**src/hw/core_pkg.sv**
```systemverilog
/*
 * Shared widths and MMIO address map of the core peripheral block
 * Interrupt cause codes and the trap vector word with its two views
 */

package core_pkg;

    // Bus widths
    // --------------------------------------------------
    localparam int XLEN       = 32;                       // Data and address width
    localparam int MEM_STRB_W = 4;                        // Byte strobes per word

    // MMIO region
    // --------------------------------------------------
    localparam logic [XLEN-1:0] MMIO_BASE_ADDR  = 32'h0000_1000; // Region base
    localparam logic [XLEN-1:0] MMIO_MATCH_MASK = 32'hFFFF_F000; // Bits compared to base

    localparam int MMIO_OFS_W = 12;                       // Offset bits inside region

    localparam logic [MMIO_OFS_W-1:0] MMIO_OFS_MTIME_LO    = 12'h000; // mtime [31:0]
    localparam logic [MMIO_OFS_W-1:0] MMIO_OFS_MTIME_HI    = 12'h004; // mtime [63:32]
    localparam logic [MMIO_OFS_W-1:0] MMIO_OFS_MTIMECMP_LO = 12'h008; // mtimecmp [31:0]
    localparam logic [MMIO_OFS_W-1:0] MMIO_OFS_MTIMECMP_HI = 12'h00C; // mtimecmp [63:32]
    localparam logic [MMIO_OFS_W-1:0] MMIO_OFS_INSTRET_LO  = 12'h010; // instret [31:0]
    localparam logic [MMIO_OFS_W-1:0] MMIO_OFS_INSTRET_HI  = 12'h014; // instret [63:32]

    localparam int CTR_W = 64;                            // Counter width, two halves

    // Interrupt causes and trap vector
    // --------------------------------------------------
    localparam int CAUSE_W = 4;                           // Cause code width

    localparam logic [CAUSE_W-1:0] CAUSE_MSI = 4'd3;      // Machine software
    localparam logic [CAUSE_W-1:0] CAUSE_MTI = 4'd7;      // Machine timer
    localparam logic [CAUSE_W-1:0] CAUSE_MEI = 4'd11;     // Machine external

    localparam logic [1:0] MTVEC_MODE_DIRECT   = 2'd0;    // All traps to base
    localparam logic [1:0] MTVEC_MODE_VECTORED = 2'd1;    // Base plus 4 x cause

    // Word as held by the CSR file, or split into base and mode
    typedef union packed {
        logic [XLEN-1:0] raw;                             // Whole word
        struct packed {
            logic [XLEN-3:0] base;                        // Word aligned base
            logic [1:0]      mode;                        // Direct or vectored
        } f;
    } trap_vec_t;

endpackage

```
**src/hw/core_mmio_mux.sv**
```systemverilog
/*
 * Data bus splitter
 * Steers each core data request to the external port or the MMIO block
 */

`timescale 1ns/10ps

module core_mmio_mux import core_pkg::*; (
    // Core side request
    input  logic                  i_dmem_req,     // Request
    input  logic [XLEN-1:0]       i_dmem_addr,    // Request address
    input  logic                  i_dmem_wen,     // Write enable
    input  logic [MEM_STRB_W-1:0] i_dmem_strb,    // Write strobes
    input  logic [XLEN-1:0]       i_dmem_wdata,   // Write data
    output logic                  o_dmem_gnt,     // Grant
    output logic                  o_dmem_err,     // Error, valid with grant
    output logic [XLEN-1:0]       o_dmem_rdata,   // Read data, valid with grant

    // External memory port
    output logic                  o_ext_req,      // Request
    output logic [XLEN-1:0]       o_ext_addr,     // Request address
    output logic                  o_ext_wen,      // Write enable
    output logic [MEM_STRB_W-1:0] o_ext_strb,     // Write strobes
    output logic [XLEN-1:0]       o_ext_wdata,    // Write data
    input  logic                  i_ext_gnt,      // Grant
    input  logic                  i_ext_err,      // Error
    input  logic [XLEN-1:0]       i_ext_rdata,    // Read data

    // Internal MMIO block
    output logic                  o_mmio_req,     // Request
    output logic                  o_mmio_wen,     // Write enable
    output logic [XLEN-1:0]       o_mmio_addr,    // Request address
    output logic [XLEN-1:0]       o_mmio_wdata,   // Write data, whole words
    input  logic                  i_mmio_gnt,     // Grant
    input  logic                  i_mmio_err,     // Error
    input  logic [XLEN-1:0]       i_mmio_rdata    // Read data
);

    // Region decode
    // --------------------------------------------------
    logic region_hit;                              // Address inside MMIO window

    // Address is held until grant, so this also picks the responder
    assign region_hit = (i_dmem_addr & MMIO_MATCH_MASK) == MMIO_BASE_ADDR;

    // Request steering
    // --------------------------------------------------
    assign o_ext_req    = i_dmem_req && !region_hit;   // Never for region hits
    assign o_ext_addr   = i_dmem_addr;
    assign o_ext_wen    = i_dmem_wen;
    assign o_ext_strb   = i_dmem_strb;
    assign o_ext_wdata  = i_dmem_wdata;

    assign o_mmio_req   = i_dmem_req && region_hit;    // Only for region hits
    assign o_mmio_wen   = i_dmem_wen;
    assign o_mmio_addr  = i_dmem_addr;
    assign o_mmio_wdata = i_dmem_wdata;                // Strobes dropped here

    // Response return
    // --------------------------------------------------
    assign o_dmem_gnt   = region_hit ? i_mmio_gnt   : i_ext_gnt;
    assign o_dmem_err   = region_hit ? i_mmio_err   : i_ext_err;
    assign o_dmem_rdata = region_hit ? i_mmio_rdata : i_ext_rdata;

endmodule

```
**src/hw/core_counters.sv**
```systemverilog
/*
 * Free running time counter, compare register and retired instruction
 * counter, with their MMIO register access and the timer interrupt
 */

`timescale 1ns/10ps

module core_counters import core_pkg::*; (
    input  logic            g_clk,          // Global clock
    input  logic            i_rst,          // Sync reset, active high
    input  logic            i_instr_ret,    // One instruction retired
    input  logic            i_mmio_req,     // MMIO request
    input  logic            i_mmio_wen,     // MMIO write enable
    input  logic [XLEN-1:0] i_mmio_addr,    // MMIO address
    input  logic [XLEN-1:0] i_mmio_wdata,   // MMIO write data
    output logic            o_mmio_gnt,     // MMIO grant, one cycle
    output logic            o_mmio_err,     // MMIO error
    output logic [XLEN-1:0] o_mmio_rdata,   // MMIO read data
    output logic            o_timer_int     // Registered timer interrupt
);

    logic [CTR_W-1:0]      mtime_q;         // Time counter
    logic [CTR_W-1:0]      mtimecmp_q;      // Timer compare value
    logic [CTR_W-1:0]      instret_q;       // Retired instruction count
    logic                  gnt_q;           // Grant register
    logic                  timer_int_q;     // Compare result, registered

    logic [MMIO_OFS_W-1:0] ofs;             // Offset within region
    logic [XLEN-1:0]       rd_word;         // Selected register half
    logic                  listed;          // Offset is a known register
    logic                  writable;        // Offset accepts writes
    logic                  acc_ok;          // Access allowed
    logic                  wr_en;           // Write commits this edge

    // Register decode
    // --------------------------------------------------
    assign ofs = i_mmio_addr[MMIO_OFS_W-1:0];

    always_comb begin
        rd_word  = '0;
        listed   = 1'b1;
        writable = 1'b1;
        case (ofs)
            MMIO_OFS_MTIME_LO:    rd_word = mtime_q[XLEN-1:0];
            MMIO_OFS_MTIME_HI:    rd_word = mtime_q[CTR_W-1:XLEN];
            MMIO_OFS_MTIMECMP_LO: rd_word = mtimecmp_q[XLEN-1:0];
            MMIO_OFS_MTIMECMP_HI: rd_word = mtimecmp_q[CTR_W-1:XLEN];
            MMIO_OFS_INSTRET_LO: begin
                rd_word  = instret_q[XLEN-1:0];
                writable = 1'b0;            // Read only
            end
            MMIO_OFS_INSTRET_HI: begin
                rd_word  = instret_q[CTR_W-1:XLEN];
                writable = 1'b0;            // Read only
            end
            default: begin
                listed   = 1'b0;            // Hole in the map
                writable = 1'b0;
            end
        endcase
    end

    assign acc_ok = listed && (!i_mmio_wen || writable);
    assign wr_en  = gnt_q && i_mmio_req && i_mmio_wen && acc_ok;   // At grant edge

    // Bus response
    // --------------------------------------------------
    always_ff @(posedge g_clk) begin
        if (i_rst) begin
            gnt_q <= 1'b0;
        end else begin
            gnt_q <= i_mmio_req && !gnt_q;  // Grant one cycle after request
        end
    end

    assign o_mmio_gnt   = gnt_q;
    assign o_mmio_err   = gnt_q && !acc_ok;
    assign o_mmio_rdata = acc_ok ? rd_word : '0;    // Zero on error

    // Counters
    // --------------------------------------------------
    always_ff @(posedge g_clk) begin
        if (i_rst) begin
            mtime_q <= '0;
        end else if (wr_en && ofs == MMIO_OFS_MTIME_LO) begin
            mtime_q[XLEN-1:0] <= i_mmio_wdata;       // Write replaces increment
        end else if (wr_en && ofs == MMIO_OFS_MTIME_HI) begin
            mtime_q[CTR_W-1:XLEN] <= i_mmio_wdata;
        end else begin
            mtime_q <= mtime_q + CTR_W'(1);
        end
    end

    always_ff @(posedge g_clk) begin
        if (i_rst) begin
            mtimecmp_q <= '1;                        // Timer idle out of reset
        end else if (wr_en && ofs == MMIO_OFS_MTIMECMP_LO) begin
            mtimecmp_q[XLEN-1:0] <= i_mmio_wdata;
        end else if (wr_en && ofs == MMIO_OFS_MTIMECMP_HI) begin
            mtimecmp_q[CTR_W-1:XLEN] <= i_mmio_wdata;
        end
    end

    always_ff @(posedge g_clk) begin
        if (i_rst) begin
            instret_q <= '0;
        end else if (i_instr_ret) begin
            instret_q <= instret_q + CTR_W'(1);
        end
    end

    // Timer interrupt
    // --------------------------------------------------
    always_ff @(posedge g_clk) begin
        if (i_rst) begin
            timer_int_q <= 1'b0;
        end else begin
            timer_int_q <= mtime_q >= mtimecmp_q;    // Level, follows compare
        end
    end

    assign o_timer_int = timer_int_q;

endmodule

```
**src/hw/core_interrupts.sv**
```systemverilog
/*
 * Interrupt pending registers and priority selection
 * Produces the cause code and the trap vector of the winning source
 */

`timescale 1ns/10ps

module core_interrupts import core_pkg::*; (
    input  logic               g_clk,           // Global clock
    input  logic               i_rst,           // Sync reset, active high
    input  logic               i_int_sw,        // Software interrupt source
    input  logic               i_int_ext,       // External interrupt source
    input  logic               i_int_ti,        // Timer interrupt source
    input  logic               i_mstatus_mie,   // Global enable
    input  logic               i_mie_msie,      // Software enable
    input  logic               i_mie_mtie,      // Timer enable
    input  logic               i_mie_meie,      // External enable
    input  trap_vec_t          i_mtvec,         // Trap vector word
    output logic               o_int_pending,   // Some interrupt taken
    output logic [CAUSE_W-1:0] o_int_cause,     // Cause of winner, else 0
    output logic [XLEN-1:0]    o_int_tvec       // Trap target address
);

    logic            msip_q;                    // Software pending
    logic            mtip_q;                    // Timer pending
    logic            meip_q;                    // External pending
    logic            take_sw;
    logic            take_ti;
    logic            take_ext;
    logic [XLEN-1:0] tvec_base;                 // Base with low bits cleared

    // Sampled every edge, so sources show up one cycle later
    always_ff @(posedge g_clk) begin
        if (i_rst) begin
            msip_q <= 1'b0;
            mtip_q <= 1'b0;
            meip_q <= 1'b0;
        end else begin
            msip_q <= i_int_sw;
            mtip_q <= i_int_ti;
            meip_q <= i_int_ext;
        end
    end

    // Per source and global enable both needed
    assign take_sw  = msip_q && i_mie_msie && i_mstatus_mie;
    assign take_ti  = mtip_q && i_mie_mtie && i_mstatus_mie;
    assign take_ext = meip_q && i_mie_meie && i_mstatus_mie;

    assign o_int_pending = take_sw || take_ti || take_ext;

    // Priority
    // --------------------------------------------------
    always_comb begin
        if (take_ext) begin
            o_int_cause = CAUSE_MEI;            // Highest
        end else if (take_sw) begin
            o_int_cause = CAUSE_MSI;
        end else if (take_ti) begin
            o_int_cause = CAUSE_MTI;            // Lowest
        end else begin
            o_int_cause = '0;
        end
    end

    // Trap vector, driven even when idle
    // --------------------------------------------------
    assign tvec_base = {i_mtvec.f.base, 2'b00};

    always_comb begin
        case (i_mtvec.f.mode)
            MTVEC_MODE_DIRECT:   o_int_tvec = tvec_base;
            MTVEC_MODE_VECTORED: o_int_tvec = tvec_base + (XLEN'(o_int_cause) << 2);
            default:             o_int_tvec = tvec_base;   // Reserved modes as direct
        endcase
    end

endmodule

```
**src/hw/core_periph.sv**
```systemverilog
/*
 * Peripheral top of the core data bus
 * Bus splitter, timer and counter block, interrupt unit
 */

`timescale 1ns/10ps

module core_periph import core_pkg::*; (
    input  logic                  g_clk,          // Global clock
    input  logic                  i_rst,          // Sync reset, active high
    input  logic                  i_instr_ret,    // Instruction retired strobe
    input  logic                  i_int_sw,       // Software interrupt
    input  logic                  i_int_ext,      // External interrupt
    input  logic                  i_mstatus_mie,  // Global interrupt enable
    input  logic                  i_mie_msie,     // Software enable
    input  logic                  i_mie_mtie,     // Timer enable
    input  logic                  i_mie_meie,     // External enable
    input  logic [XLEN-1:0]       i_mtvec,        // Trap vector word from CSRs

    input  logic                  i_dmem_req,     // Core data request
    input  logic [XLEN-1:0]       i_dmem_addr,
    input  logic                  i_dmem_wen,
    input  logic [MEM_STRB_W-1:0] i_dmem_strb,
    input  logic [XLEN-1:0]       i_dmem_wdata,
    output logic                  o_dmem_gnt,     // Core data response
    output logic                  o_dmem_err,
    output logic [XLEN-1:0]       o_dmem_rdata,

    output logic                  o_ext_req,      // External memory request
    output logic [XLEN-1:0]       o_ext_addr,
    output logic                  o_ext_wen,
    output logic [MEM_STRB_W-1:0] o_ext_strb,
    output logic [XLEN-1:0]       o_ext_wdata,
    input  logic                  i_ext_gnt,      // External memory response
    input  logic                  i_ext_err,
    input  logic [XLEN-1:0]       i_ext_rdata,

    output logic                  o_int_pending,  // Interrupt to take
    output logic [CAUSE_W-1:0]    o_int_cause,
    output logic [XLEN-1:0]       o_int_tvec
);

    logic            mmio_req;                    // Splitter to counters
    logic            mmio_wen;
    logic [XLEN-1:0] mmio_addr;
    logic [XLEN-1:0] mmio_wdata;
    logic            mmio_gnt;                    // Counters back to splitter
    logic            mmio_err;
    logic [XLEN-1:0] mmio_rdata;
    logic            timer_int;                   // Compare hit, registered

    // Data bus split
    // --------------------------------------------------
    core_mmio_mux u_mmio_mux (
        .i_dmem_req  (i_dmem_req),  .i_dmem_addr (i_dmem_addr), .i_dmem_wen  (i_dmem_wen),
        .i_dmem_strb (i_dmem_strb), .i_dmem_wdata(i_dmem_wdata),
        .o_dmem_gnt  (o_dmem_gnt),  .o_dmem_err  (o_dmem_err),  .o_dmem_rdata(o_dmem_rdata),
        .o_ext_req   (o_ext_req),   .o_ext_addr  (o_ext_addr),  .o_ext_wen   (o_ext_wen),
        .o_ext_strb  (o_ext_strb),  .o_ext_wdata (o_ext_wdata),
        .i_ext_gnt   (i_ext_gnt),   .i_ext_err   (i_ext_err),   .i_ext_rdata (i_ext_rdata),
        .o_mmio_req  (mmio_req),    .o_mmio_wen  (mmio_wen),    .o_mmio_addr (mmio_addr),
        .o_mmio_wdata(mmio_wdata),
        .i_mmio_gnt  (mmio_gnt),    .i_mmio_err  (mmio_err),    .i_mmio_rdata(mmio_rdata)
    );

    // Timers and counters
    // --------------------------------------------------
    core_counters u_counters (
        .g_clk       (g_clk),       .i_rst       (i_rst),       .i_instr_ret (i_instr_ret),
        .i_mmio_req  (mmio_req),    .i_mmio_wen  (mmio_wen),    .i_mmio_addr (mmio_addr),
        .i_mmio_wdata(mmio_wdata),
        .o_mmio_gnt  (mmio_gnt),    .o_mmio_err  (mmio_err),    .o_mmio_rdata(mmio_rdata),
        .o_timer_int (timer_int)
    );

    // Interrupt unit, mtvec word reinterpreted as the union
    // --------------------------------------------------
    core_interrupts u_interrupts (
        .g_clk        (g_clk),         .i_rst        (i_rst),
        .i_int_sw     (i_int_sw),      .i_int_ext    (i_int_ext),  .i_int_ti     (timer_int),
        .i_mstatus_mie(i_mstatus_mie), .i_mie_msie   (i_mie_msie), .i_mie_mtie   (i_mie_mtie),
        .i_mie_meie   (i_mie_meie),    .i_mtvec      (trap_vec_t'(i_mtvec)),
        .o_int_pending(o_int_pending), .o_int_cause  (o_int_cause), .o_int_tvec  (o_int_tvec)
    );

endmodule

```
**config.mk**
```make
export PLATFORM = sky130hd
export DESIGN_NAME = core_periph
export DESIGN_NICKNAME = d
export VERILOG_FILES = /design/src/hw/core_pkg.sv /design/src/hw/core_mmio_mux.sv /design/src/hw/core_counters.sv /design/src/hw/core_interrupts.sv /design/src/hw/core_periph.sv
export SDC_FILE = /design/constraint.sdc
export NUM_CORES = 1
export LEC_CHECK = 0
export BUFFER_PORTS_ARGS = -buffer_cell sky130_fd_sc_hd__clkbuf_2
export CORE_ASPECT_RATIO = 0.5
export CORE_MARGIN = 1
export CORE_UTILIZATION = 25
export DETAILED_ROUTE_END_ITERATION = 16
export HOLD_SLACK_MARGIN = 0.08
export PLACE_DENSITY = 0.54
export SETUP_SLACK_MARGIN = 0.1
export SYNTH_ARGS = -nofsm -noshare
export SYNTH_HDL_FRONTEND = slang
export SYNTH_SLANG_ARGS = --single-unit
```
**constraint.sdc**
```tcl
create_clock -name g_clk -period 4.1 [get_ports g_clk]
set_input_delay 0.82 -clock g_clk [delete_from_list [all_inputs] [get_ports g_clk]]
set_output_delay 0.82 -clock g_clk [all_outputs]
set_load 0.05 [all_outputs]
```
==> impl_results.md <==
* Status: complete, no violations
* Busiest metal layer after global routing: met2
* Sequential share of the synthesized area at 0.287
* Post-synth EDFFs at 0
* Max-Cap Viols at 0
* GR Overflow Total at 0
* Tightest Pin Transition at 748 ps
* Most used DFF post-synth: dfxtp_1
* Port bufs at 275
* Starting Density at 0.254
* Fraction of registers with async set/reset at 0
* CP Data Required Time at about 3300 ps
* Routed Antenna Nets at 0
* Hold WC Path Type: reg2reg
* Fmax achieved at 0.252 GHz
* CORE AREA at 54,000 um^2
* Min Tclk post-route at approximately 4000 ps
* Die ar. at 55,900 um^2
* Gr usage total at 0.182
* Critical path class: in2out
* Yosys reg bits at about 200
* Via density at about 5.3
* Power per Cell Area at ~260 nW/um^2
* Post-synth top cells: dfxtp_1, nand2_1, nor2_1
* Vias at approximately 14,000
* Mapped cell area at between 10,000 and 15,000 um^2
* CTS buffer count at 17
* Final setup vio count at 0
* Die width at 333 um
* CP arrival at 3140 ps
* Crit end category: primary output
* Pre-antenna DRT Iters at 8
* Sequential power share at 0.437
* Most numerous cell in the Yosys netlist: dfxtp_1
* Worst Reg-to-Reg Cells at 6
* Post-DP Area at between 15,000 and 20,000 um^2
* Final net count at 2,170
* Leakage at 7.00 nW
* Met1 Use GR at 0.257
* Crit start category: input pin
* Met2 Usage GRT at 0.279
* Layout cells sized above 1 at 0.222
* CTS max path bufs at 2
* Post-Route Utilization at 0.317
* Latest clock arrival within the worst-skew pair at 450 ps
* Initial antenna violation count at 1
* P_int at 3.06 mW
* Design Power at 4.41 mW
* Cell count after synthesis at 1,783
* Largest net degree at the start of global routing at 69
* CP max FO at 5
* Final Slew Violations at 0
* First-pass GRT wire length at 79,600 um
* Clk pin slew, worst setup/hold paths at roughly 80 ps
* Average size of a mapped cell at 7.70 um^2
* Worst Skew at 8.61 ps
* Ports at 286
* H-tree depth reported by CTS at 4
* CTS root buffer: clkbuf_16
* Vias in the first global route at 13,200
* Syn. warnings at 0
* Die H at 168 um
* Clock power frac at 0.404
* Residual DRC at 0
* HPWL Detailed at 39,500 um
* Peak VDD IR at 241 uV
* Iter 0 DRT Violations at 1,381
* Netlist cell types at 70
* CTS tree: done
* RSZ-0062 raised after global routing: true
* Worst hold path depth at 1
* Area leader, netlist: dfxtp_1
* Net Switching at roughly 1.4 mW
* Detailed Route WL at 52,200 um
* Num rows at 60
* Syn-to-layout area delta at 24.8%
* Final Instance Area at approximately 17,000 um^2
* Switching portion of total power at 0.306
* Comb pwr share at 0.159
* Final Hold Fails at 0
* Routing usage on met3 at 0.0290
* Synth area leaders: dfxtp_1, ha_1, nand2_1
* Relative slew margins at 0.501
* Final WS setup at about 140 ps
* Post-Place Worst Slack at -44.8 ps
* Wire per inst at 19.5 um
* Clock Sinks at 197
* Share of the synthesized area in the top cell type at 0.287
* Placer congestion estimate at 0.914
* Tcrit/Tclk final at 0.967
## critical path, stage by stage
cell and delay, ps:
clkbuf_2 80, and3_4 180, a31o_4 90, nand2b_4 150
ha_4 150, inv_2 40, fa_2 350, nor2b_1 120
o21a_1 160, o2111a_1 230, and4_4 330, nand2_4 90
xnor2_4 160, clkbuf_8 200
## placed cells by master (no fill, tap or decap), drive strengths merged, types with 6 or more instances in the layout
| cell type | Yosys | routed |
|---|---|---|
| xor2 | 30 | 30 |
| a21oi | 127 | 127 |
| nand3 | 58 | 58 |
| nor3 | 54 | 54 |
| xnor2 | 57 | 57 |
| and3 | 24 | 24 |
| o211ai | 68 | 68 |
| a31oi | 10 | 10 |
| inv | 89 | 94 |
| clkbuf | 73 | 254 |
| nand2 | 192 | 192 |
| and2 | 13 | 13 |
| nor2b | 7 | 7 |
| dfxtp | 197 | 197 |
| a221oi | 6 | 6 |
| nand2b | 9 | 9 |
| or4 | 6 | 6 |
| a211oi | 43 | 43 |
| nand4 | 62 | 62 |
| mux2 | 7 | 7 |
| buf | 105 | 92 |
| a222oi | 32 | 32 |
| or3 | 15 | 15 |
| a21o | 44 | 44 |
| nor4b | 6 | 6 |
| ha | 70 | 70 |
| o22ai | 9 | 9 |
| nor4 | 41 | 41 |
| a22oi | 8 | 8 |
| o21ai | 56 | 56 |
| and4 | 16 | 16 |
| nor2 | 150 | 150 |
| mux2i | 39 | 39 |
## metrics by stage
step	TNS, ps	hold slack [ps]	instances
after floorplan	0	414	1784
after global placement	0	434	2643
after detailed placement	-73.3	433	2643
after CTS	0	452	2677
after global routing	0	479	2680
final	0	444	2681
## per-layer routing
layer,vias to the layer above,wire length (um),share of wire
met5,-,0,0
met2,532,22800,0.44
met4,0,1330,0.026
met1,6782,24200,0.46
met3,66,3850,0.074
li1,6829,-,-
## worst paths after layout
check | start | to | slack (ps)
max | i_mie_meie | o_int_tvec[22] | 140
min | u_counters.o_timer_int | u_interrupts.mtip_q | 440
max reg2reg | u_counters.mtime_q[2] | u_counters.mtime_q[53] | 1210
min reg2reg | u_counters.o_timer_int | u_interrupts.mtip_q | 440
## registers in the layout, summed over array words and instances (netlist names)
register,flops
u_counters.o_mmio_gnt,1
u_interrupts.mtip_q,1
u_interrupts.msip_q,1
u_counters.mtime_q,64
u_counters.o_timer_int,1
u_interrupts.meip_q,1
u_counters.instret_q,64
u_counters.mtimecmp_q,64
## timing repair
| action | 4_1_cts | 5_1_grt |
|---|---|---|
| pin swaps | 5 | 11 |
| buffers inserted | 2 | 3 |
| hold buffers | 0 | 0 |
| endpoints found under the hold margin | 0 | 0 |
| setup endpoints to repair | 12 | 26 |
| gates resized for setup | 22 | 16 |
## cells by family (layout without fill, tap and decap cells)
family / Yosys count / count (layout) / synth area share
xor gates and xnor gates: 87 / 87 / 0.0555
muxes: 46 / 46 / 0.0342
buffers and inverters: 267 / 450 / 0.0945
DFF: 197 / 197 / 0.287
adders and majority gates: 71 / 71 / 0.0653
AOI/OAI and AO/OA: 447 / 447 / 0.220
other: 1 / 3 / 0.000273
and+or+nand+nor: 667 / 667 / 0.243
## power by group through the flow
| stage | clock network, mW | logic (mW) | registers [mW] |
|---|---|---|---|
| after floorplan | 0 | 0.453 | 1.97 |
| after global placement | 0 | 0.690 | 1.97 |
| after detailed placement | 0 | 0.690 | 1.97 |
| after CTS | 1.81 | 0.699 | 1.93 |
| after global routing | 1.88 | 0.729 | 1.93 |
| final | 1.78 | 0.703 | 1.93 |
## layout make-up
cell class | instances | area [um^2]
sequential | 197 | 3940
clock inverter | 15 | 173
tap | 713 | 892
inverter | 89 | 334
timing repair buffer | 329 | 2400
clock buffer | 17 | 425
multi-input combinational | 1320 | 8960
fill | 5678 | 36900
antenna | 1 | 2.50
(Power assumes the default switching activity.)
